### config.mk
export PLATFORM = sky130hd
export DESIGN_NAME = plic
export DESIGN_NICKNAME = d
export VERILOG_FILES = /design/src/rtl/soc_bus_pkg.sv /design/src/rtl/soc_irq_pkg.sv /design/src/rtl/plic.sv
export SDC_FILE = /design/constraint.sdc
export NUM_CORES = 1
export LEC_CHECK = 0
export BUFFER_PORTS_ARGS = -buffer_cell sky130_fd_sc_hd__buf_4
export CORE_ASPECT_RATIO = 0.5
export CORE_UTILIZATION = 42
export DETAILED_ROUTE_END_ITERATION = 16
export PLACE_DENSITY_LB_ADDON = 0.3
export SYNTH_ARGS = -nofsm -noshare
export SYNTH_HDL_FRONTEND = slang
export SYNTH_SLANG_ARGS = --single-unit
### constraint.sdc
create_clock -name clk -period 3.5 [get_ports clk]
set_clock_uncertainty 0.1 [all_clocks]
set_input_delay 0.7 -clock clk [delete_from_list [all_inputs] [get_ports clk]]
set_output_delay 0.7 -clock clk [all_outputs]
set_load 0.02 [all_outputs]
### src/rtl/soc_bus_pkg.sv
// ~~~~~~~~~~~~~~~~~~~~~~~~~~~~~~~~~~~~~~~~~~~~~~~~~~~~~~~~~~~~
// Data bus definitions
// Request and response structs, peripheral address map and
// data memory geometry
// ~~~~~~~~~~~~~~~~~~~~~~~~~~~~~~~~~~~~~~~~~~~~~~~~~~~~~~~~~~~~

package soc_bus_pkg;

    // Address map
    localparam logic [31:0] DMEM_BASE  = 32'h8000_0000;
    localparam logic [31:0] CLINT_BASE = 32'h0200_0000;
    localparam logic [31:0] PLIC_BASE  = 32'h0C00_0000;

    // Data memory depth in 32-bit words, power of two
    localparam int DMEM_WORDS = 256;
    localparam int DMEM_AW    = $clog2(DMEM_WORDS);

    // Region widths in bytes
    localparam logic [31:0] DMEM_SIZE  = 32'(DMEM_WORDS * 4);
    localparam logic [31:0] CLINT_SIZE = 32'h0001_0000;
    localparam logic [31:0] PLIC_SIZE  = 32'h0040_0000;

    typedef struct packed {
        logic [31:0] addr;
        logic [31:0] wdata;
        logic        we;
        logic        req;
    } type_lsu2dbus_s;

    typedef struct packed {
        logic [31:0] rdata;
        logic        ack;
    } type_dbus2lsu_s;

    // Broadcast to every slave
    typedef struct packed {
        logic [31:0] addr;
        logic [31:0] wdata;
        logic        we;
    } type_dbus2peri_s;

    typedef struct packed {
        logic [31:0] rdata;
    } type_peri2dbus_s;

endpackage : soc_bus_pkg

### src/rtl/soc_irq_pkg.sv
// ~~~~~~~~~~~~~~~~~~~~~~~~~~~~~~~~~~~~~~~~~~~~~~~~~~~~~~~~~~~~
// Interrupt definitions
// Core interrupt lines, CLINT and PLIC register offsets
// ~~~~~~~~~~~~~~~~~~~~~~~~~~~~~~~~~~~~~~~~~~~~~~~~~~~~~~~~~~~~

package soc_irq_pkg;

    typedef struct packed {
        logic ext_irq;
        logic timer_irq;
        logic soft_irq;
    } type_irq2core_s;

    // PLIC geometry, IDs run from 1 to PLIC_SOURCE_COUNT
    localparam int PLIC_SOURCE_COUNT = 2;
    localparam int PLIC_PRIO_W       = 3;
    localparam int PLIC_ID_W         = $clog2(PLIC_SOURCE_COUNT + 1);

    // PLIC offsets within its 4 MiB window
    localparam int                    PLIC_OFF_W         = 22;
    localparam logic [PLIC_OFF_W-1:0] PLIC_PRIORITY_OFF  = 22'h00_0000;
    localparam logic [PLIC_OFF_W-1:0] PLIC_PENDING_OFF   = 22'h00_1000;
    localparam logic [PLIC_OFF_W-1:0] PLIC_ENABLE_OFF    = 22'h00_2000;
    localparam logic [PLIC_OFF_W-1:0] PLIC_THRESHOLD_OFF = 22'h20_0000;
    localparam logic [PLIC_OFF_W-1:0] PLIC_CLAIM_OFF     = 22'h20_0004;

    // CLINT offsets within its 64 KiB window
    localparam int                     CLINT_OFF_W          = 16;
    localparam logic [CLINT_OFF_W-1:0] CLINT_MSIP_OFF       = 16'h0000;
    localparam logic [CLINT_OFF_W-1:0] CLINT_MTIMECMP_LO_OFF = 16'h4000;
    localparam logic [CLINT_OFF_W-1:0] CLINT_MTIMECMP_HI_OFF = 16'h4004;
    localparam logic [CLINT_OFF_W-1:0] CLINT_MTIME_LO_OFF   = 16'hBFF8;
    localparam logic [CLINT_OFF_W-1:0] CLINT_MTIME_HI_OFF   = 16'hBFFC;

endpackage : soc_irq_pkg

### src/rtl/plic.sv
// ~~~~~~~~~~~~~~~~~~~~~~~~~~~~~~~~~~~~~~~~~~~~~~~~~~~~~~~~~~~~
// Platform-level interrupt controller
// Level sources, priority arbitration, claim and complete
// for a single target
// ~~~~~~~~~~~~~~~~~~~~~~~~~~~~~~~~~~~~~~~~~~~~~~~~~~~~~~~~~~~~

`timescale 1ns/1ps

module plic (
    input  logic                                     clk,
    input  logic                                     arst_n_i,

    input  soc_bus_pkg::type_dbus2peri_s             dbus2peri_i,
    input  logic                                     plic_sel_i,
    output soc_bus_pkg::type_peri2dbus_s             plic2dbus_o,

    input  logic [soc_irq_pkg::PLIC_SOURCE_COUNT-1:0] irq_src_i,
    output logic                                     irq_target_o
);

    import soc_irq_pkg::*;

    logic [PLIC_OFF_W-1:0]        reg_off;
    logic                         wr_en;
    logic                         claim_rd;
    logic [PLIC_PRIO_W-1:0]       prio_q [1:PLIC_SOURCE_COUNT];
    logic [PLIC_SOURCE_COUNT:1]   pending_q;
    logic [PLIC_SOURCE_COUNT:1]   enable_q;
    logic [PLIC_SOURCE_COUNT:1]   in_service_q;
    logic [PLIC_PRIO_W-1:0]       threshold_q;
    logic [PLIC_ID_W-1:0]         best_id;
    logic [PLIC_PRIO_W-1:0]       best_prio;
    logic                         ext_irq_q;
    logic [31:0]                  rd_word;
    logic [31:0]                  rdata_q;

    assign reg_off  = dbus2peri_i.addr[PLIC_OFF_W-1:0];
    assign wr_en    = plic_sel_i & dbus2peri_i.we;
    assign claim_rd = plic_sel_i & ~dbus2peri_i.we & (reg_off == PLIC_CLAIM_OFF);

    // Strict compare keeps the lower ID on a tie, threshold is the floor
    always_comb begin
        best_id   = '0;
        best_prio = threshold_q;
        for (int n = 1; n <= PLIC_SOURCE_COUNT; n++) begin
            if (pending_q[n] && enable_q[n] && (prio_q[n] > best_prio)) begin
                best_id   = PLIC_ID_W'(n);
                best_prio = prio_q[n];
            end
        end
    end

    always_ff @(posedge clk or negedge arst_n_i) begin
        if (!arst_n_i) begin
            for (int n = 1; n <= PLIC_SOURCE_COUNT; n++) begin
                prio_q[n] <= '0;
            end
            pending_q    <= '0;
            enable_q     <= '0;
            in_service_q <= '0;
            threshold_q  <= '0;
            ext_irq_q    <= 1'b0;
        end else begin
            ext_irq_q <= (best_id != '0);
            // Gateway, sources in service are masked
            for (int n = 1; n <= PLIC_SOURCE_COUNT; n++) begin
                if (irq_src_i[n-1] && !in_service_q[n]) begin
                    pending_q[n] <= 1'b1;
                end
            end
            if (claim_rd && (best_id != '0)) begin
                pending_q[best_id]    <= 1'b0;
                in_service_q[best_id] <= 1'b1;
            end
            if (wr_en) begin
                for (int n = 1; n <= PLIC_SOURCE_COUNT; n++) begin
                    if (reg_off == PLIC_PRIORITY_OFF + PLIC_OFF_W'(4 * n)) begin
                        prio_q[n] <= dbus2peri_i.wdata[PLIC_PRIO_W-1:0];
                    end
                    // Complete
                    if ((reg_off == PLIC_CLAIM_OFF) && (dbus2peri_i.wdata == 32'(n))) begin
                        in_service_q[n] <= 1'b0;
                    end
                end
                case (reg_off)
                    PLIC_ENABLE_OFF:    enable_q <= dbus2peri_i.wdata[PLIC_SOURCE_COUNT:1];
                    PLIC_THRESHOLD_OFF: threshold_q <= dbus2peri_i.wdata[PLIC_PRIO_W-1:0];
                    default: ;
                endcase
            end
        end
    end

    // Pending and enable words are bit n for source n
    always_comb begin
        rd_word = '0;
        for (int n = 1; n <= PLIC_SOURCE_COUNT; n++) begin
            if (reg_off == PLIC_PRIORITY_OFF + PLIC_OFF_W'(4 * n)) begin
                rd_word = 32'(prio_q[n]);
            end
        end
        case (reg_off)
            PLIC_PENDING_OFF:   rd_word = 32'({pending_q, 1'b0});
            PLIC_ENABLE_OFF:    rd_word = 32'({enable_q, 1'b0});
            PLIC_THRESHOLD_OFF: rd_word = 32'(threshold_q);
            PLIC_CLAIM_OFF:     rd_word = 32'(best_id);
            default: ;
        endcase
    end

    always_ff @(posedge clk) begin
        if (plic_sel_i) begin
            rdata_q <= rd_word;
        end
    end

    assign plic2dbus_o.rdata = rdata_q;
    assign irq_target_o      = ext_irq_q;

endmodule : plic

Yosys cells after proc, flatten, opt, wreduce, memory -nomap -nowiden
Index checks and enable logic that the tools add are counted.
{"block": "word_totals", "out_inout_bits": 33, "register_bits": 48, "input_bits": 70, "wordCells": 59}
{"block": "op_classes", "n_mux": 15, "eq_ne": 8, "bitwise_logic": 7, "reduce_logical": 17, "order_cmp": 4}
{"cell": "case mux 32 bit (4 select lines)", "n": 1}
{"cell": "== test 22 bit, second input constant", "n": 2}
{"cell": "== test 32 x 1 -> 1 bit, second input constant", "n": 1}
{"cell": "== test 32 x 2 -> 1 bit, second input constant", "n": 1}
{"cell": "2-to-1 mux 32 bit", "n": 1}
{"cell": "== test 22 x 13 -> 1 bit, second input constant", "n": 1}
{"cell": "== test 22 x 14 -> 1 bit, second input constant", "n": 1}
{"cell": "== test 22 x 3 -> 1 bit, second input constant", "n": 1}
{"cell": "== test 22 x 4 -> 1 bit, second input constant", "n": 1}
{"cell": "logical AND 1 bit", "n": 10}
{"cell": "2-to-1 mux 2 bit", "n": 4}
{"cell": "AND reduction 2 bit", "n": 4}
{"cell": "greater-than comparator 3 bit", "n": 2}
{"cell": "2-to-1 mux 1 bit", "n": 6}
{"cell": "2-to-1 mux 3 bit", "n": 2}
{"cell": "bitwise AND 1 bit", "n": 3}
{"cell": "less-than comparator 2 x 3 -> 1 bit, second input constant", "n": 1}
{"cell": "bitwise AND 2 bit", "n": 1}
{"cell": "demux 1 bit (select 2 bit)", "n": 1}
{"cell": "greater-or-equal comparator 2 x 1 -> 1 bit, second input constant", "n": 1}
{"cell": "logical NOT 1 bit", "n": 2}
{"cell": "NOT 2 bit", "n": 1}
{"cell": "bitwise OR 2 bit", "n": 1}
{"cell": "nonzero test 2 bit", "n": 1}
{"cell": "NOT 1 bit", "n": 1}

Depth between registers and ports, before layout
Gate-level depths: netlist (run 1).
{"block": "depth", "ltp_word": 14, "mapped_depth": 13, "depth_no_buf": 13}

Worst setup path after synthesis (run 1)
Ideal clock, no wire load.
{"block": "synth_timing", "path_kind": "register -> register", "from": "reg prio_q[4] in the netlist's numbering", "to": "reg rdata_q[0], in the netlist plic2dbus_o[0], data pin", "n_path_buf": 0, "setup_slack_ns": 0.673, "t_arrival_ns": 2.467, "required_ns": 3.140, "setup_ns": 0.260, "stages_incl_launch_ff": 11, "path_cell_list": "dfrtp_1 ha_1 nor2b_1 o31ai_1 mux2i_1 ha_1 nand3_1 o21ai_0 or3_1 a31oi_1 o21ai_0"}
{"block": "synth_between", "elab_chain_len": 7}
{"element": "start, declared", "line_no": "plic.sv:26", "source": "logic [PLIC_PRIO_W-1:0] prio_q [1:PLIC_SOURCE_COUNT];"}
{"element": "start signal, assigned by index", "line_no": "plic.sv:78", "source": "prio_q[n] <= dbus2peri_i.wdata[PLIC_PRIO_W-1:0];"}
{"element": "greater-than comparator 3 bit", "line_no": "plic.sv:46", "source": "if (pending_q[n] && enable_q[n] && (prio_q[n] > best_prio)) begin"}
{"element": "logical AND 1 bit", "line_no": "plic.sv:46"}
{"element": "2-to-1 mux 3 bit", "line_no": "plic.sv:46"}
{"element": "greater-than comparator 3 bit", "line_no": "plic.sv:46"}
{"element": "logical AND 1 bit", "line_no": "plic.sv:46"}
{"element": "2-to-1 mux 2 bit (*)", "line_no": "plic.sv:46"}
{"element": "case mux 32 bit (4 select lines) (*)", "line_no": "plic.sv:102", "source": "case (reg_off)"}
{"element": "via rd_word[0]", "line_no": "plic.sv:34", "source": "logic [31:0] rd_word;"}
{"element": "end signal, assigned", "line_no": "plic.sv:113", "source": "rdata_q <= rd_word;"}
{"element": "end, declared", "line_no": "plic.sv:35", "source": "logic [31:0] rdata_q;"}
Mark *: on every way through the listed nets, which the timed path passes. The rest lies on a longest branch.
A chain may end at the register's enable or synchronous reset.

Worst setup path in the final report (run 1)
Ends and elaborated chain as after synthesis.

==> reports/results.ini, run 1 <==
[cells_and_area]
diodes=0
drive_above_1_share=0.347
area_growth_syn_to_layout_pct=31.1
stdcell_count=273
final_net_count=302

[logic_synthesis]
yosysSeqAreaShare=0.327
yosysWarningCount=0
synth_top_family_by_area=simple AND/OR/NAND/NOR gates
syn_area_sq_mm=0.00150
synth.area.mux_share=0.0911
synth.top_cell.area_share=0.267
synth-seq-cells=19
ys.flop_type=dfrtp_1
yosysUniqueCellTypes=36
synth_area_leaders=dfrtp_1 (27%), buf_4 (15%), edfxtp_1 (6.0%)
yosys.area_share.adder=0.0501
async_reset_ff_frac=0.842
synth_top_cell_by_area=dfrtp_1
synth_compound_area_frac=0.114
synth-simple-area-share=0.245
synth_xor_xnor_area_share=0
synth_cells=159
synth_edf_count=3
syn_avg_cell_area_sq_um=9.42

[hold_path]
hp-class=primary input to asynchronous set/reset pin

[placed_design]
io_buffers=63
hpwl_um=2970
placed_cells=269
place_congestion=0.870

[grt]
grt_usage=0.196
grt_overflow_total=0
grt_antenna_before_repair=0
grt_pass1_vias=1268
grt_pass1_wl_um=5690
grt_max_degree=17

[floorplanning]
num_io_pins=103
die_x_um=86.5
die_area_sq_mm=0.00382
start_util=0.470
core-area_sq_mm=0.00319
die_h_um=44.2
rows=14

[detailed_routing]
drcViolationCount=0
vias=1398
dr.pass1.iters=4
wl_per_cell_um=12.9
finalWirelength_um=3510
detail-route-antenna-nets=0
via_per_inst=5.12
drt_iter0_drc=107

[run_status]
status=finished clean

[power_and_ir_drop]
peakVddDrop_mv=0.113
power.density_mw_per_mm2=248
finalPower_w=0.000487
p_leak_nw=0.952

[worst_setup_path]
regToRegEndpoint=plic2dbus_o[0]
arrival_ns=3.18
r2r_cells=10
worstReg2RegStart=prio_q[4]
required_ns=3.40
setup.worst_path.start_class=register
rrSetupSlack_ns=0.22
path_class=register to register
cp-end-kind=register
critPathMaxFanout=4

[timing]
max-slew-margin-rel=0.579
slew_violations=0
hold_viol_final=0
setup_tns_ns=0
worst_pin_slew_ns=0.627
fmax_mhz=305
rsz0062_at_grt=no
finalHoldWorstSlack_ns=0.184
setup_violations=0
period_share=0.938
fin_crit_ns=3.28

[clock_network]
cts_resized=0
clk-insertion-delay-late_ns=0.26
numCtsBuffers=3
clock_path_buffers=2
clock_sinks=19
h-tree-depth=1
cts_tree=yes
hold_buffers=0
path_clk_slew_ns=0.07
clockRootBuffer=clkbuf_8
cts_setup_buffers=0

[run]
maxCapViolCount=0

## how the worst max path moves through the flow
stage / start / endpoint / slack [ns]
CTS: prio_q[4] / plic2dbus_o[0] / 0.26
global placement: prio_q[4] / plic2dbus_o[0] / 0.39
finish: prio_q[4] / plic2dbus_o[0] / 0.22
floorplan: prio_q[4] / plic2dbus_o[0] / 0.67
detailed placement: prio_q[4] / plic2dbus_o[0] / 0.28
global route: threshold_q[1] / plic2dbus_o[0] / 0.11
## kinds of logic after synthesis
kind of cell,Yosys count
AO/OA/AOI/OAI,26
adder cells (fa/ha/maj),6
buffers and inverters,39
flip-flops,19
multiplexers,12
other,1
AND/OR/NAND/NOR,56
## synth_stat cells, types with 3 or more instances
cell	n
buf_4	29
dfrtp_1	16
inv_1	10
nand2_1	10
nor3_1	7
nor4_1	7
a31oi_1	6
ha_1	6
nand4_1	6
mux2i_1	5
nor2b_1	5
o21ai_0	5
a21oi_1	4
or4_1	4
a22oi_1	3
edfxtp_1	3
mux2_2	3
nor2_1	3
nor4_2	3
## flip-flops by register name (all words and copies together) (netlist names)
| register | flops |
|---|---|
| prio_q | 6 |
| plic2dbus_o | 3 |
| threshold_q | 3 |
| enable_q | 2 |
| in_service_q | 2 |
| pending_q | 2 |
| irq_target_o | 1 |
## where the power goes
group	switching (W)	internal (W)	leakage (nW)
logic	0.0000588	0.0000494	0.706
clock network	0.0000725	0.0000810	0.0228
registers	0.000000249	0.000225	0.224
total	0.000132	0.000356	0.952
## per-layer routing
metal / global-route usage / vias up / part of all wire
met3: 0.0392 / 5 / 0.080
li1: - / 672 / -
met5: 0 / - / 0
met1: 0.246 / 650 / 0.42
met4: 0.0300 / 0 / 0.0066
met2: 0.365 / 71 / 0.50
## placed cells by master, fill, tap and decap left out, drive strengths merged, types with 3 or more instances in the layout
| master | Yosys | final |
|---|---|---|
| ha | 6 | 6 |
| a22oi | 3 | 3 |
| nor3 | 8 | 8 |
| a31oi | 6 | 6 |
| mux2i | 5 | 5 |
| nor2b | 5 | 5 |
| mux2 | 7 | 7 |
| buf | 29 | 63 |
| a21oi | 4 | 4 |
| conb | 1 | 29 |
| clkbuf | 0 | 4 |
| dfrtp | 16 | 16 |
| nand4 | 6 | 6 |
| nor4 | 11 | 11 |
| nand2 | 10 | 10 |
| edfxtp | 3 | 3 |
| inv | 10 | 10 |
| or4 | 5 | 5 |
| nor2 | 3 | 3 |
| o21ai | 5 | 5 |
## final cells by class
class	instances	area [sq um]
fill	286	1220
inverter	10	37.5
timing repair buffer	63	473
tap	48	60.1
multi-input combinational	129	857
sequential	19	490
clock buffer	4	45.0
## worst max-delay path, cell delays in order, from the launching register on
cell	delay [ns]
dfrtp_1	0.43
ha_1	0.32
nor2b_1	0.15
o31ai_1	0.53
o21ai_0	0.20
ha_1	0.31
nand3_1	0.08
o21ai_0	0.14
or3_1	0.46
a31oi_1	0.19
o21ai_0	0.11
## through the flow
step / setup slack [ns] / util / area [sq um]
global route: 0.108 / 0.616 / 1960
CTS: 0.262 / 0.616 / 1960
floorplan: 0.673 / - / 1600
global placement: 0.393 / 0.602 / 1920
detailed placement: 0.280 / 0.602 / 1920
finish: 0.219 / 0.616 / 1960
No activity file was read; power rests on OpenSTA's default activity.
==> run 2, diff against run 1 <==
--- a/config.mk
+++ b/config.mk
@@ -5,7 +5,7 @@
 export SDC_FILE = /design/constraint.sdc
 export NUM_CORES = 1
 export LEC_CHECK = 0
-export BUFFER_PORTS_ARGS = -buffer_cell sky130_fd_sc_hd__buf_4
+export BUFFER_PORTS_ARGS = -buffer_cell sky130_fd_sc_hd__buf_2
 export CORE_ASPECT_RATIO = 0.5
 export CORE_UTILIZATION = 42
 export DETAILED_ROUTE_END_ITERATION = 16
==> run 2 against run 1 <==
Effect of this change:
- design area is 7.6% lower
- global-route usage is 0.083 points lower
- register-to-register slack better by 0.06 ns
- sequential share of layout area up 2.1 points
- first-iteration DRC count shrank 45%
- fmax rose by 1.7%
- largest cell class unchanged
==> reports/results.ini, run 2 (synthesized netlist as in run 1, its figures left out) <==
[run_status]
status=finished clean

[worst_setup_path]
cp-end-kind=register
path_class=register to register
critPathMaxFanout=4
required_ns=3.41
arrival_ns=3.13
rrSetupSlack_ns=0.27
setup.worst_path.start_class=register
worstReg2RegStart=prio_q[5]
r2r_cells=11
regToRegEndpoint=plic2dbus_o[0]

[cells_and_area]
diodes=0
final_net_count=303
top_register=prio_q
stdcell_count=274
final_common_cell=buf_2
area_growth_syn_to_layout_pct=21.1
drive_above_1_share=0.354
stdcell_area_sq_mm=0.00181
layout_common_cells=buf_2 (63), conb_1 (29), dfrtp_1 (16), inv_1 (10), nand2_1 (10)
largest_reg_flops=6

[detailed_routing]
drcViolationCount=0
wl_per_cell_um=12.2
drt_iter0_drc=59
dr.pass1.iters=4
vias=1379
detail-route-antenna-nets=0
via_per_inst=5.03
finalWirelength_um=3340

[timing]
fin_crit_ns=3.23
rsz0062_at_grt=no
setup_violations=0
max-slew-margin-rel=0.633
worst_pin_slew_ns=0.546
finalHoldWorstSlack_ns=0.234
hold_viol_final=0
slew_violations=0
fmax_mhz=310
setup_tns_ns=0
period_share=0.922

[clock_network]
clockRootBuffer=clkbuf_8
cts_resized=0
numCtsBuffers=3
hold_buffers=0
clock_path_buffers=2
cts_setup_buffers=0
clk-insertion-delay-late_ns=0.26
path_clk_slew_ns=0.07
h-tree-depth=1
cts_tree=yes
clock_sinks=19

[power_and_ir_drop]
p_int_w=0.000335
pwr-share-seq=0.485
finalPower_w=0.000465
comb_power_share=0.190
p_sw_w=0.000130
peakVddDrop_mv=0.127
p_leak_nw=0.908
clkPwrFrac=0.325
p_sw_frac=0.280
power.density_mw_per_mm2=256

[floorplanning]
die_area_sq_mm=0.00382
core-area_sq_mm=0.00319
die_h_um=44.2
die_x_um=86.5
rows=14
num_io_pins=103
start_util=0.470

[placed_design]
placed_cells=270
io_buffers=63
place_area_sq_mm=0.00177
place_congestion=0.844
hpwl_um=2860

[grt]
grt_pass1_vias=1286
grt_overflow_total=0
grt_max_degree=17
grt_pass1_wl_um=5720
grt_usage=0.195
grt_antenna_before_repair=0

[run]
maxCapViolCount=0

[hold_path]
hp-class=primary input to asynchronous set/reset pin

run 2: cell types whose count changed in the layout (fill, tap and decap cells not counted), sizes merged:
cell    change
buf         +1
clkbuf      -1
clkinv      +1
run 2: metal layers:
metal,track usage,vias up,part of all wire
met3,0.0410,2,0.080
met1,0.246,633,0.43
li1,-,671,-
met5,0,-,0
met4,0.0300,0,0.0051
met2,0.360,73,0.48
run 2: stage by stage:
stage	util	setup WS [ns]
after global routing	0.569	0.104
after floorplan	-	0.673
final	0.569	0.275
after CTS	0.569	0.313
after global placement	0.555	0.395
after detailed placement	0.555	0.357
run 2: area by class of cell:
class                      instances  area (sq um)
fill                             297          1370
multi-input combinational        129           857
sequential                        19           490
timing repair buffer              64           323
tap                               48          60.1
clock buffer                       3          41.3
inverter                          10          37.5
clock inverter                     1          5.00
run 2: critical path, cell delays in order (launching register included):
cell and delay [ns]:
dfrtp_1 0.43, ha_1 0.33, o211ai_1 0.12, a31oi_1 0.22, o31a_1 0.29, mux2i_1 0.25, ha_1 0.27, nand3_1 0.08
o21ai_0 0.13, or3_1 0.46, a31oi_1 0.19, o21ai_0 0.11
run 2: power by group through the flow:
| stage | Combinational [W] | Sequential (W) | Clock, W |
|---|---|---|---|
| 5_1_grt | 0.0000977 | 0.000225 | 0.000168 |
| 6_report | 0.0000884 | 0.000225 | 0.000151 |
| 2_1_floorplan | 0.0000651 | 0.000231 | 0 |
| 4_1_cts | 0.0000883 | 0.000225 | 0.000154 |
| 3_3_place_gp | 0.0000866 | 0.000230 | 0 |
| 3_5_place_dp | 0.0000881 | 0.000230 | 0 |
run 2: worst max path at each step:
stage / slack, ns / to / start / depth (start not counted)
2_1_floorplan: 0.67 / plic2dbus_o[0] / prio_q[4] / 10
3_3_place_gp: 0.39 / plic2dbus_o[0] / prio_q[4] / 10
3_5_place_dp: 0.36 / plic2dbus_o[0] / prio_q[4] / 10
4_1_cts: 0.31 / plic2dbus_o[0] / prio_q[5] / 11
5_1_grt: 0.10 / plic2dbus_o[0] / prio_q[4] / 11
6_report: 0.27 / plic2dbus_o[0] / prio_q[5] / 11
