`config.mk`:
```
export PLATFORM = sky130hd
export DESIGN_NAME = dbus_interconnect
export DESIGN_NICKNAME = d
export VERILOG_FILES = /design/src/rtl/soc_bus_pkg.sv /design/src/rtl/dbus_interconnect.sv
export SDC_FILE = /design/constraint.sdc
export NUM_CORES = 1
export LEC_CHECK = 0
export ABC_CLOCK_PERIOD_IN_PS = 3200
export BUFFER_PORTS_ARGS = -buffer_cell sky130_fd_sc_hd__buf_2
export CAP_MARGIN = 20
export CORE_AREA = 3 3 102 104
export CTS_CLUSTER_DIAMETER = 40
export DETAILED_ROUTE_END_ITERATION = 10
export DIE_AREA = 0 0 105 107
export PLACE_DENSITY_LB_ADDON = 0.25
export RECOVER_POWER = 100
export SKIP_CTS_REPAIR_TIMING = 1
export SLEW_MARGIN = 10
export SYNTH_ARGS = -nofsm -noshare
export SYNTH_HDL_FRONTEND = slang
export SYNTH_SLANG_ARGS = --single-unit
```
`constraint.sdc`:
```
create_clock -name clk -period 3.2 [get_ports clk]
set_clock_uncertainty 0.05 [all_clocks]
set_input_delay 0.16 -clock clk [delete_from_list [all_inputs] [get_ports clk]]
set_output_delay 0.16 -clock clk [all_outputs]
set_load 0.01 [all_outputs]
```
`src/rtl/soc_bus_pkg.sv`:
```
// ~~~~~~~~~~~~~~~~~~~~~~~~~~~~~~~~~~~~~~~~~~~~~~~~~~~~~~~~~~~~
// Data bus definitions
// Request and response structs, peripheral address map and
// data memory geometry
// ~~~~~~~~~~~~~~~~~~~~~~~~~~~~~~~~~~~~~~~~~~~~~~~~~~~~~~~~~~~~

package soc_bus_pkg;

    // Address map
    localparam logic [31:0] DMEM_BASE  = 32'h8000_0000;
    localparam logic [31:0] CLINT_BASE = 32'h0200_0000;
    localparam logic [31:0] PLIC_BASE  = 32'h0C00_0000;

    // Data memory depth in 32-bit words, power of two
    localparam int DMEM_WORDS = 256;
    localparam int DMEM_AW    = $clog2(DMEM_WORDS);

    // Region widths in bytes
    localparam logic [31:0] DMEM_SIZE  = 32'(DMEM_WORDS * 4);
    localparam logic [31:0] CLINT_SIZE = 32'h0001_0000;
    localparam logic [31:0] PLIC_SIZE  = 32'h0040_0000;

    typedef struct packed {
        logic [31:0] addr;
        logic [31:0] wdata;
        logic        we;
        logic        req;
    } type_lsu2dbus_s;

    typedef struct packed {
        logic [31:0] rdata;
        logic        ack;
    } type_dbus2lsu_s;

    // Broadcast to every slave
    typedef struct packed {
        logic [31:0] addr;
        logic [31:0] wdata;
        logic        we;
    } type_dbus2peri_s;

    typedef struct packed {
        logic [31:0] rdata;
    } type_peri2dbus_s;

endpackage : soc_bus_pkg

```
`src/rtl/dbus_interconnect.sv`:
```
// ~~~~~~~~~~~~~~~~~~~~~~~~~~~~~~~~~~~~~~~~~~~~~~~~~~~~~~~~~~~~
// Data bus interconnect
// Decodes LSU requests into slave selects and returns the
// acknowledged read word one cycle later
// ~~~~~~~~~~~~~~~~~~~~~~~~~~~~~~~~~~~~~~~~~~~~~~~~~~~~~~~~~~~~

`timescale 1ns/1ps

module dbus_interconnect (
    input  logic                         clk,
    input  logic                         arst_n_i,

    // Load/store unit side
    input  soc_bus_pkg::type_lsu2dbus_s  lsu2dbus_i,
    output soc_bus_pkg::type_dbus2lsu_s  dbus2lsu_o,

    // Slave side
    output soc_bus_pkg::type_dbus2peri_s dbus2peri_o,
    output logic                         dmem_sel_o,
    output logic                         clint_sel_o,
    output logic                         plic_sel_o,
    input  soc_bus_pkg::type_peri2dbus_s dmem2dbus_i,
    input  soc_bus_pkg::type_peri2dbus_s clint2dbus_i,
    input  soc_bus_pkg::type_peri2dbus_s plic2dbus_i
);

    import soc_bus_pkg::*;

    logic        dmem_hit;
    logic        clint_hit;
    logic        plic_hit;
    // One-hot region of the request in flight, {plic, clint, dmem}
    logic [2:0]  region_q;
    logic        ack_q;
    logic [31:0] rdata_mux;

    // Unsigned wrap makes one compare cover both region bounds
    assign dmem_hit  = (lsu2dbus_i.addr - DMEM_BASE) < DMEM_SIZE;
    assign clint_hit = (lsu2dbus_i.addr - CLINT_BASE) < CLINT_SIZE;
    assign plic_hit  = (lsu2dbus_i.addr - PLIC_BASE) < PLIC_SIZE;

    assign dmem_sel_o  = lsu2dbus_i.req & dmem_hit;
    assign clint_sel_o = lsu2dbus_i.req & clint_hit;
    assign plic_sel_o  = lsu2dbus_i.req & plic_hit;

    // Same-cycle broadcast to all slaves
    assign dbus2peri_o.addr  = lsu2dbus_i.addr;
    assign dbus2peri_o.wdata = lsu2dbus_i.wdata;
    assign dbus2peri_o.we    = lsu2dbus_i.we;

    always_ff @(posedge clk or negedge arst_n_i) begin
        if (!arst_n_i) begin
            ack_q    <= 1'b0;
            region_q <= '0;
        end else begin
            // Unmapped requests still get acknowledged
            ack_q    <= lsu2dbus_i.req;
            region_q <= {plic_sel_o, clint_sel_o, dmem_sel_o};
        end
    end

    // Unmapped reads fall through as zero
    assign rdata_mux = ({32{region_q[0]}} & dmem2dbus_i.rdata)
                     | ({32{region_q[1]}} & clint2dbus_i.rdata)
                     | ({32{region_q[2]}} & plic2dbus_i.rdata);

    assign dbus2lsu_o.rdata = rdata_mux;
    assign dbus2lsu_o.ack   = ack_q;

endmodule : dbus_interconnect

```
* Word-level counts from Yosys, hierarchy flattened
Cells that the tools add are included.
** Storage, ports and cells
- Register bits :: 4
- Input port bits :: 164
- Output and inout bits :: 101
- Logic and storage cells :: 16
** Cells by class
- Add/sub/neg operators :: 3
- Magnitude comparators :: 3
- Bitwise operators :: 8
** Operator list (number)
- $and 32x32->32 :: 3
- $or 32x32->32 :: 2
- $lt 32x11->1 const B :: 1
- $lt 32x17->1 const B :: 1
- $lt 32x23->1 const B :: 1
- $sub 32x26->32 const B :: 1
- $sub 32x28->32 const B :: 1
- $sub 32x32->32 const B :: 1
- $and 1x1->1 :: 3

* Logic depth before layout (Yosys ltp)
Gate-level depths: netlist of run 1.
- Depth after elaboration :: 3
- Depth in mapped cells :: 4
- Mapped depth without buffers :: 4

* Worst setup path after synthesis of run 1
Ideal clock, no wire load.
- Path kind :: register to output
- From :: register region_q[1]
- To :: output port dbus2lsu_o[10] (netlist bit)
- Arrival time :: 0.994 ns
- Data required time :: 2.990 ns
- Setup slack :: 1.996 ns
- Cell stages (with the launch flop) :: 4
- Path buffers :: 1
- Path through :: dfrtp_1 > clkbuf_1 > a222oi_1 > inv_1
** RTL lines
- start: declaration :: RTL line dbus_interconnect.sv:33 : logic [2:0] region_q;
- start signal: assignment :: RTL line dbus_interconnect.sv:58 : region_q <= {plic_sel_o, clint_sel_o, dmem_sel_o};
- end: declaration :: RTL line dbus_interconnect.sv:15 : output soc_bus_pkg::type_dbus2lsu_s dbus2lsu_o,

==> run_summary.xml, run 1 <==
<?xml version="1.0" encoding="UTF-8"?>
<metrics>
  <group name="outcome">
    <metric name="run_status" unit="">completed</metric>
  </group>
  <group name="cts">
    <metric name="cts_tree" unit="">built</metric>
    <metric name="clock_pin_slew_reported_for_the_worst_setup_and_hold_paths_after_clock_tree_synthesis" unit="ns">0.03</metric>
    <metric name="clock_tree.htree_level_count" unit="">1</metric>
    <metric name="root_buffer" unit="">sky130_fd_sc_hd__clkbuf_8</metric>
    <metric name="clk_sink_count" unit="">4</metric>
    <metric name="numCtsBuffers" unit="">3</metric>
    <metric name="ctsLongestPathBuffers" unit="">2</metric>
  </group>
  <group name="global_routing">
    <metric name="grt_antenna_before_repair" unit="">0</metric>
    <metric name="grt_util_all_layers" unit="%">8.08</metric>
    <metric name="first_global_vias" unit="">1478</metric>
    <metric name="first_pass_grt_wire_length" unit="mm">7.38</metric>
    <metric name="grt_max_degree" unit="">33</metric>
    <metric name="grt_overflow" unit="">0</metric>
  </group>
  <group name="setup_path">
    <metric name="timing.critical_path.from" unit="">region_q[2]</metric>
    <metric name="crit_path_launch_type" unit="">flop</metric>
    <metric name="critPathCapture" unit="">dbus2lsu_o[18]</metric>
    <metric name="worstPathBufferInverterCount" unit="">3</metric>
    <metric name="endpoint_kind" unit="">primary output</metric>
    <metric name="cp.arrival" unit="ns">1.64</metric>
    <metric name="critical_path.cell_chain" unit="">buf_16, a222oi_1, inv_1, clkbuf_1</metric>
    <metric name="worstPathMaxFanout" unit="">24</metric>
    <metric name="worstSetupPathType" unit="">flop to primary output</metric>
    <metric name="crit_slowest_cell" unit="">sky130_fd_sc_hd__dfrtp_1</metric>
    <metric name="worst_path_dominant_cell_family" unit="">flip-flops</metric>
    <metric name="worst-path-stages" unit="">4</metric>
    <metric name="worstPathRequired" unit="ns">2.99</metric>
    <metric name="slowest_delay" unit="ns">0.57</metric>
  </group>
  <group name="cells_and_area">
    <metric name="layout_common_cells" unit="">sky130_fd_sc_hd__buf_2 (118), sky130_fd_sc_hd__clkbuf_1 (60), sky130_fd_sc_hd__inv_1 (34), sky130_fd_sc_hd__a222oi_1 (32)</metric>
    <metric name="final_layout_size_suffix_gt1_share" unit="%">45.6</metric>
    <metric name="fillerInstances" unit="">1165</metric>
    <metric name="area_delta_synth_final" unit="%">47.4</metric>
    <metric name="num_antenna_cells" unit="">0</metric>
    <metric name="most_common_cell_after_layout_fill_and_taps_aside" unit="">sky130_fd_sc_hd__buf_2</metric>
    <metric name="final_nets" unit="">441</metric>
  </group>
  <group name="power">
    <metric name="power_switching_share" unit="%">26.9</metric>
    <metric name="p_sw" unit="mW">0.0710</metric>
    <metric name="comb_power_share" unit="%">41.1</metric>
    <metric name="vdd_ir_drop_max" unit="V">0.0000733</metric>
    <metric name="intPower" unit="mW">0.193</metric>
    <metric name="p_leak" unit="nW">1.06</metric>
    <metric name="power_frac_clock" unit="%">39.3</metric>
    <metric name="post-layout-total-power" unit="mW">0.264</metric>
    <metric name="sequential_power_share" unit="%">19.6</metric>
    <metric name="power_per_cell_area" unit="mW/mm²">147</metric>
  </group>
  <group name="synth">
    <metric name="synth_sequential_area_ratio" unit="%">8.24</metric>
    <metric name="syn_avg_cell_area" unit="µm²">7.41</metric>
    <metric name="postSynthRegisterBits" unit="">4</metric>
    <metric name="post-synth-top-area-fraction" unit="%">40.8</metric>
    <metric name="postSynthCellCount" unit="">164</metric>
    <metric name="cell_types_occupying_the_most_area_after_synthesis" unit="">sky130_fd_sc_hd__buf_4 (41%), sky130_fd_sc_hd__a222oi_1 (26%), sky130_fd_sc_hd__inv_1 (11%), sky130_fd_sc_hd__dfrtp_1 (8.2%), sky130_fd_sc_hd__nor4_2 (2.1%)</metric>
    <metric name="synth_area" unit="mm²">0.00121</metric>
    <metric name="synth-warning-count" unit="">0</metric>
    <metric name="yosysTopAreaCell" unit="">sky130_fd_sc_hd__buf_4</metric>
    <metric name="netlist-cell-type-count" unit="">16</metric>
    <metric name="synth_fp_nets" unit="">329</metric>
  </group>
  <group name="min_path">
    <metric name="timing.hold.worst.class" unit="">primary input to flop</metric>
  </group>
  <group name="job">
    <metric name="drv_cap" unit="">0</metric>
  </group>
  <group name="routing">
    <metric name="top_signal_layer_used" unit="">met4</metric>
    <metric name="drt.antenna.violating_nets" unit="">0</metric>
    <metric name="drt_iter0_drc" unit="">218</metric>
    <metric name="wl_per_cell" unit="µm">12.9</metric>
    <metric name="first_pass_iters" unit="">6</metric>
    <metric name="drc" unit="">0</metric>
    <metric name="met1Wirelength" unit="mm">1.90</metric>
    <metric name="detail_route.wirelength" unit="mm">5.27</metric>
    <metric name="route.met2.wl" unit="mm">2.54</metric>
    <metric name="dr_total_vias" unit="">1667</metric>
    <metric name="routed-wl-met3" unit="µm">786</metric>
    <metric name="routed_via_density" unit="">4.10</metric>
  </group>
  <group name="placed_design">
    <metric name="place_hpwl" unit="mm">4.46</metric>
    <metric name="gpl_congestion" unit="">0.734</metric>
    <metric name="io_buffers" unit="">178</metric>
  </group>
  <group name="sta">
    <metric name="tns" unit="ns">0</metric>
    <metric name="worst_case_headroom_to_the_max_slew_limit" unit="%">57.0</metric>
    <metric name="finalWorstPathRequiredPeriod" unit="ns">1.85</metric>
    <metric name="final.hold.worst_slack" unit="ns">0.0732</metric>
    <metric name="hold_viol_final" unit="">0</metric>
    <metric name="slew_viol_final" unit="">0</metric>
    <metric name="maxClockFrequency" unit="GHz">0.541</metric>
    <metric name="layout_worst_path_cycle_share" unit="%">57.8</metric>
    <metric name="setup-violations-final" unit="">0</metric>
    <metric name="grt_setup_unrepaired" unit="">no</metric>
    <metric name="max_slew.worst_pin.slew" unit="ns">0.645</metric>
  </group>
  <group name="floorplan">
    <metric name="initial_utilization" unit="%">12.6</metric>
    <metric name="fp.dieW" unit="µm">105</metric>
    <metric name="chipHeight" unit="µm">107</metric>
    <metric name="design.die.area" unit="mm²">0.0112</metric>
    <metric name="core_region_area" unit="mm²">0.00964</metric>
    <metric name="rows" unit="">36</metric>
    <metric name="pin_count" unit="">265</metric>
  </group>
</metrics>
power by group through the flow:
stage               Combinational, mW  Sequential (mW)  Clock [mW]
finish                          0.108           0.0518       0.104
global route                    0.120           0.0518       0.111
CTS                             0.113           0.0518       0.108
detailed placement              0.113           0.0523           0
global placement                0.112           0.0524           0
floorplan                      0.0918           0.0523           0
per-layer routing:
layer  GRT usage (%)  vias to the layer above
met3            3.25                        6
met2            14.3                      149
met5               0                        -
met1            8.99                      759
li1                -                      753
met4            2.06                        0
through the flow:
stage               area (µm²)  utilization (%)  cells  setup WS (ns)
finish                    1790             18.6    407           1.35
global route              1790             18.6    407           1.26
CTS                       1830             19.0    405           1.12
detailed placement        1790             18.6    402           1.35
global placement          1740             18.0    400           1.32
floorplan                 1210                -    164           2.00
cells by family (layout without fill, tap and decap cells):
family | count (synthesis) | in the layout | share of synthesized area, %
AO/OA/AOI/OAI | 32 | 32 | 26.4
adder cells (fa/ha/maj) | 1 | 1 | 1.03
flip-flops | 4 | 4 | 8.24
XOR/XNOR | 1 | 1 | 0.721
AND/OR/NAND/NOR | 17 | 17 | 9.17
buffers and inverters | 109 | 219 | 54.5
worst min path at each step:
stage | start | to | slack [ns] | cells after the start
final | lsu2dbus_i[0] | ack_q | 0.07 | 1
after global routing | lsu2dbus_i[0] | ack_q | 0.09 | 1
after CTS | arst_n_i | ack_q | -0.30 | 1
after detailed placement | arst_n_i | ack_q | -0.08 | 1
after floorplan | arst_n_i | ack_q | -0.19 | 0
after global placement | arst_n_i | ack_q | -0.08 | 1
Yosys cell counts:
library cell                n
sky130_fd_sc_hd__nor4_2     2
sky130_fd_sc_hd__nor4_1     3
sky130_fd_sc_hd__inv_1     34
sky130_fd_sc_hd__and4_1     1
sky130_fd_sc_hd__xor2_1     1
sky130_fd_sc_hd__nor3_1     4
sky130_fd_sc_hd__a222oi_1  32
sky130_fd_sc_hd__nor2b_1    2
sky130_fd_sc_hd__nand4_1    2
sky130_fd_sc_hd__nand2_1    2
sky130_fd_sc_hd__dfrtp_1    4
sky130_fd_sc_hd__nand2b_1   1
sky130_fd_sc_hd__ha_1       1
sky130_fd_sc_hd__buf_4     66
sky130_fd_sc_hd__buf_2      4
sky130_fd_sc_hd__clkbuf_1   5
cell type report:
cell class                 instances  area, µm²  share of cell area (%)
clock buffer                       3       41.3                    2.31
multi-input combinational         51        447                    24.9
sequential                         4        100                    5.59
timing repair buffer             182        908                    50.7
tap                              133        166                    9.29
inverter                          34        128                    7.13
sequential cells by signal (all words and copies together), names as in the netlist:
name      count
ack_q         1
region_q      3
(Power assumes the default switching activity.)
==> inputs of run 2 (changes only) <==
--- a/config.mk
+++ b/config.mk
@@ -5,13 +5,14 @@
 export SDC_FILE = /design/constraint.sdc
 export NUM_CORES = 1
 export LEC_CHECK = 0
-export ABC_CLOCK_PERIOD_IN_PS = 3200
+export ABC_AREA = 1
+export ABC_CLOCK_PERIOD_IN_PS = 1600
 export BUFFER_PORTS_ARGS = -buffer_cell sky130_fd_sc_hd__buf_2
 export CAP_MARGIN = 20
-export CORE_AREA = 3 3 102 104
+export CORE_AREA = 3 3 101 103
 export CTS_CLUSTER_DIAMETER = 40
 export DETAILED_ROUTE_END_ITERATION = 10
-export DIE_AREA = 0 0 105 107
+export DIE_AREA = 0 0 104 106
 export PLACE_DENSITY_LB_ADDON = 0.25
 export RECOVER_POWER = 100
 export SKIP_CTS_REPAIR_TIMING = 1
==> constraint.sdc (replaced) <==
create_clock -name clk -period 1.6 [get_ports clk]
set_clock_uncertainty 0.05 [all_clocks]
set_input_delay 0.08 -clock clk [delete_from_list [all_inputs] [get_ports clk]]
set_output_delay 0.08 -clock clk [all_outputs]
set_load 0.01 [all_outputs]
==> run_summary.xml, run 2 <==
<?xml version="1.0" encoding="UTF-8"?>
<metrics>
  <group name="outcome">
    <metric name="run_status" unit="">completed</metric>
  </group>
  <group name="cells_and_area">
    <metric name="num_antenna_cells" unit="">0</metric>
    <metric name="largest_register" unit="">region_q</metric>
    <metric name="finalCoreUtilization" unit="%">22.0</metric>
    <metric name="area_delta_synth_final" unit="%">33.3</metric>
    <metric name="final_layout_size_suffix_gt1_share" unit="%">46.0</metric>
    <metric name="largest_register_ff_count" unit="">3</metric>
    <metric name="fillerInstances" unit="">1130</metric>
    <metric name="final-seq-area" unit="µm²">100</metric>
    <metric name="most_common_cell_after_layout_fill_and_taps_aside" unit="">sky130_fd_sc_hd__buf_2</metric>
    <metric name="layout_common_cells" unit="">sky130_fd_sc_hd__buf_2 (126), sky130_fd_sc_hd__nand2_1 (106), sky130_fd_sc_hd__clkbuf_1 (52), sky130_fd_sc_hd__nand3_2 (30), sky130_fd_sc_hd__nor2_1 (17)</metric>
    <metric name="final_nets" unit="">528</metric>
    <metric name="reg_top3" unit="">region_q: 3 flops, ack_q: 1 flops</metric>
    <metric name="multi_input_comb_area" unit="µm²">821</metric>
  </group>
  <group name="synth">
    <metric name="asyncSetResetFlopFracSynth" unit="%">100</metric>
    <metric name="yosys.cell_count.top_type" unit="">sky130_fd_sc_hd__nand2_1</metric>
    <metric name="synth_sequential_area_ratio" unit="%">6.54</metric>
    <metric name="yosysTopAreaCell" unit="">sky130_fd_sc_hd__buf_4</metric>
    <metric name="synth_fp_nets" unit="">414</metric>
    <metric name="synth_ff_type" unit="">sky130_fd_sc_hd__dfrtp_1</metric>
    <metric name="synth-warning-count" unit="">0</metric>
    <metric name="netlist-cell-type-count" unit="">13</metric>
    <metric name="syn_avg_cell_area" unit="µm²">6.15</metric>
    <metric name="post-synth-top-area-fraction" unit="%">32.4</metric>
    <metric name="synth.cells.most_frequent" unit="">sky130_fd_sc_hd__nand2_1 (106), sky130_fd_sc_hd__buf_4 (66), sky130_fd_sc_hd__nand3_2 (30), sky130_fd_sc_hd__nor2_1 (16), sky130_fd_sc_hd__inv_1 (8)</metric>
    <metric name="synth-edff-count" unit="">0</metric>
    <metric name="cell_types_occupying_the_most_area_after_synthesis" unit="">sky130_fd_sc_hd__buf_4 (32%), sky130_fd_sc_hd__nand2_1 (26%), sky130_fd_sc_hd__nand3_2 (20%), sky130_fd_sc_hd__dfrtp_1 (6.5%), sky130_fd_sc_hd__buf_6 (4.4%)</metric>
    <metric name="postSynthCellCount" unit="">249</metric>
    <metric name="postSynthRegisterBits" unit="">4</metric>
    <metric name="synth_area" unit="mm²">0.00153</metric>
  </group>
  <group name="job">
    <metric name="drv_cap" unit="">0</metric>
  </group>
  <group name="setup_path">
    <metric name="worstPathMaxFanout" unit="">32</metric>
    <metric name="crit_path_launch_type" unit="">flop</metric>
    <metric name="endpoint_kind" unit="">primary output</metric>
    <metric name="worstSetupPathType" unit="">flop to primary output</metric>
    <metric name="worstPathRequired" unit="ns">1.47</metric>
    <metric name="cp.arrival" unit="ns">1.29</metric>
  </group>
  <group name="global_routing">
    <metric name="grt_max_degree" unit="">33</metric>
    <metric name="grt_antenna_before_repair" unit="">0</metric>
    <metric name="grt_overflow" unit="">0</metric>
    <metric name="first_pass_grt_wire_length" unit="mm">8.58</metric>
    <metric name="first_global_vias" unit="">1810</metric>
    <metric name="grt_util_all_layers" unit="%">9.36</metric>
  </group>
  <group name="cts">
    <metric name="clock_pin_slew_reported_for_the_worst_setup_and_hold_paths_after_clock_tree_synthesis" unit="ns">0.03</metric>
    <metric name="clk_sink_count" unit="">4</metric>
    <metric name="numCtsBuffers" unit="">3</metric>
    <metric name="root_buffer" unit="">sky130_fd_sc_hd__clkbuf_8</metric>
    <metric name="cts_tree" unit="">built</metric>
    <metric name="ctsLongestPathBuffers" unit="">2</metric>
    <metric name="clock_tree.htree_level_count" unit="">1</metric>
  </group>
  <group name="sta">
    <metric name="tns" unit="ns">0</metric>
    <metric name="worst_case_headroom_to_the_max_slew_limit" unit="%">74.0</metric>
    <metric name="finalWorstPathRequiredPeriod" unit="ns">1.42</metric>
    <metric name="maxClockFrequency" unit="GHz">0.705</metric>
    <metric name="slew_viol_final" unit="">0</metric>
    <metric name="max_slew.worst_pin.slew" unit="ns">0.390</metric>
    <metric name="hold_viol_final" unit="">0</metric>
    <metric name="layout_worst_path_cycle_share" unit="%">88.7</metric>
    <metric name="grt_setup_unrepaired" unit="">no</metric>
    <metric name="setup-violations-final" unit="">0</metric>
  </group>
  <group name="power">
    <metric name="p_leak" unit="nW">1.24</metric>
    <metric name="power_per_cell_area" unit="mW/mm²">264</metric>
    <metric name="vdd_ir_drop_max" unit="V">0.000509</metric>
  </group>
  <group name="routing">
    <metric name="wl_per_cell" unit="µm">11.5</metric>
    <metric name="dr_total_vias" unit="">1883</metric>
    <metric name="routed_via_density" unit="">3.84</metric>
    <metric name="detail_route.wirelength" unit="mm">5.65</metric>
    <metric name="drt_iter0_drc" unit="">56</metric>
    <metric name="drc" unit="">0</metric>
    <metric name="drt.antenna.violating_nets" unit="">0</metric>
    <metric name="first_pass_iters" unit="">4</metric>
  </group>
  <group name="floorplan">
    <metric name="chipHeight" unit="µm">106</metric>
    <metric name="pin_count" unit="">265</metric>
    <metric name="fp.dieW" unit="µm">104</metric>
    <metric name="core_region_area" unit="mm²">0.00928</metric>
    <metric name="initial_utilization" unit="%">16.5</metric>
    <metric name="rows" unit="">35</metric>
    <metric name="design.die.area" unit="mm²">0.0110</metric>
  </group>
  <group name="min_path">
    <metric name="timing.hold.worst.class" unit="">primary input to primary output</metric>
  </group>
  <group name="placed_design">
    <metric name="place_hpwl" unit="mm">4.83</metric>
    <metric name="gpl_congestion" unit="">0.760</metric>
    <metric name="io_buffers" unit="">178</metric>
  </group>
</metrics>
==> run 2: cell types whose count changed in the layout (fill, tap and decap cells not counted), sizes merged, moves of 5 or more <==
cell	change
nand3	+33
buf	+8
clkbuf	-7
nor4	-5
inv	-26
nor2	+18
nand2	+106
a222oi	-32
==> run 2: worst max-delay path: stages (launching register included) <==
cell,delay [ns]
sky130_fd_sc_hd__dfrtp_1,0.31
sky130_fd_sc_hd__clkbuf_4,0.36
sky130_fd_sc_hd__nand2_1,0.11
sky130_fd_sc_hd__nand3_2,0.09
sky130_fd_sc_hd__clkbuf_1,0.17
==> run 2: final cells by class <==
class	instances	share of cell area, %
multi-input cells	162	40.2
flip-flops and latches	4	4.90
repair buffers	184	43.5
clock buffers	3	2.02
inverters	8	1.47
well taps	129	7.90
==> run 2: cell families (layout without fill, tap and decap cells) <==
kind of cell             Yosys count  after routing  share of synthesized area, %
adder cells (fa/ha/maj)            1              1                         0.817
flip-flops                         4              4                          6.54
buffers and inverters             83            195                          39.7
AND/OR/NAND/NOR                  161            161                          52.9
==> run 2: path summary, 6_finish.rpt <==
path                       slack [ns]  cells after the start          start             end
setup / recovery                 0.18                      4    region_q[0]   dbus2lsu_o[6]
min in group asynchronous        0.21                      2       arst_n_i     region_q[1]
hold / removal                   0.11                      0  lsu2dbus_i[9]  dbus2peri_o[8]
max in group asynchronous        1.06                      2       arst_n_i     region_q[2]
==> run 2: through the flow <==
step / instance area, µm² / hold WS, ns / setup slack [ns] / cells / total power [mW]
CTS: 2090 / -0.375 / 0.216 / 488 / 0.555
floorplan: 1530 / -0.266 / 0.687 / 249 / 0.294
global placement: 2050 / -0.145 / 0.460 / 485 / 0.331
global route: 2040 / 0.110 / 0.0617 / 490 / 0.585
detailed placement: 2050 / -0.142 / 0.452 / 485 / 0.332
finish: 2040 / 0.110 / 0.181 / 490 / 0.540
==> run 2: where the power goes <==
part           switching [mW]  internal, mW  total, mW
registers            0.000535         0.103      0.104
logic                  0.0961         0.126      0.222
clock network          0.0539         0.161      0.214
==> run 2: routing by layer <==
layer,up-vias,track usage [%],share of wire (%)
met4,0,1.23,0.83
met1,805,10.5,39
met5,-,0,0
li1,930,-,-
met3,8,3.28,12
met2,140,17.4,48
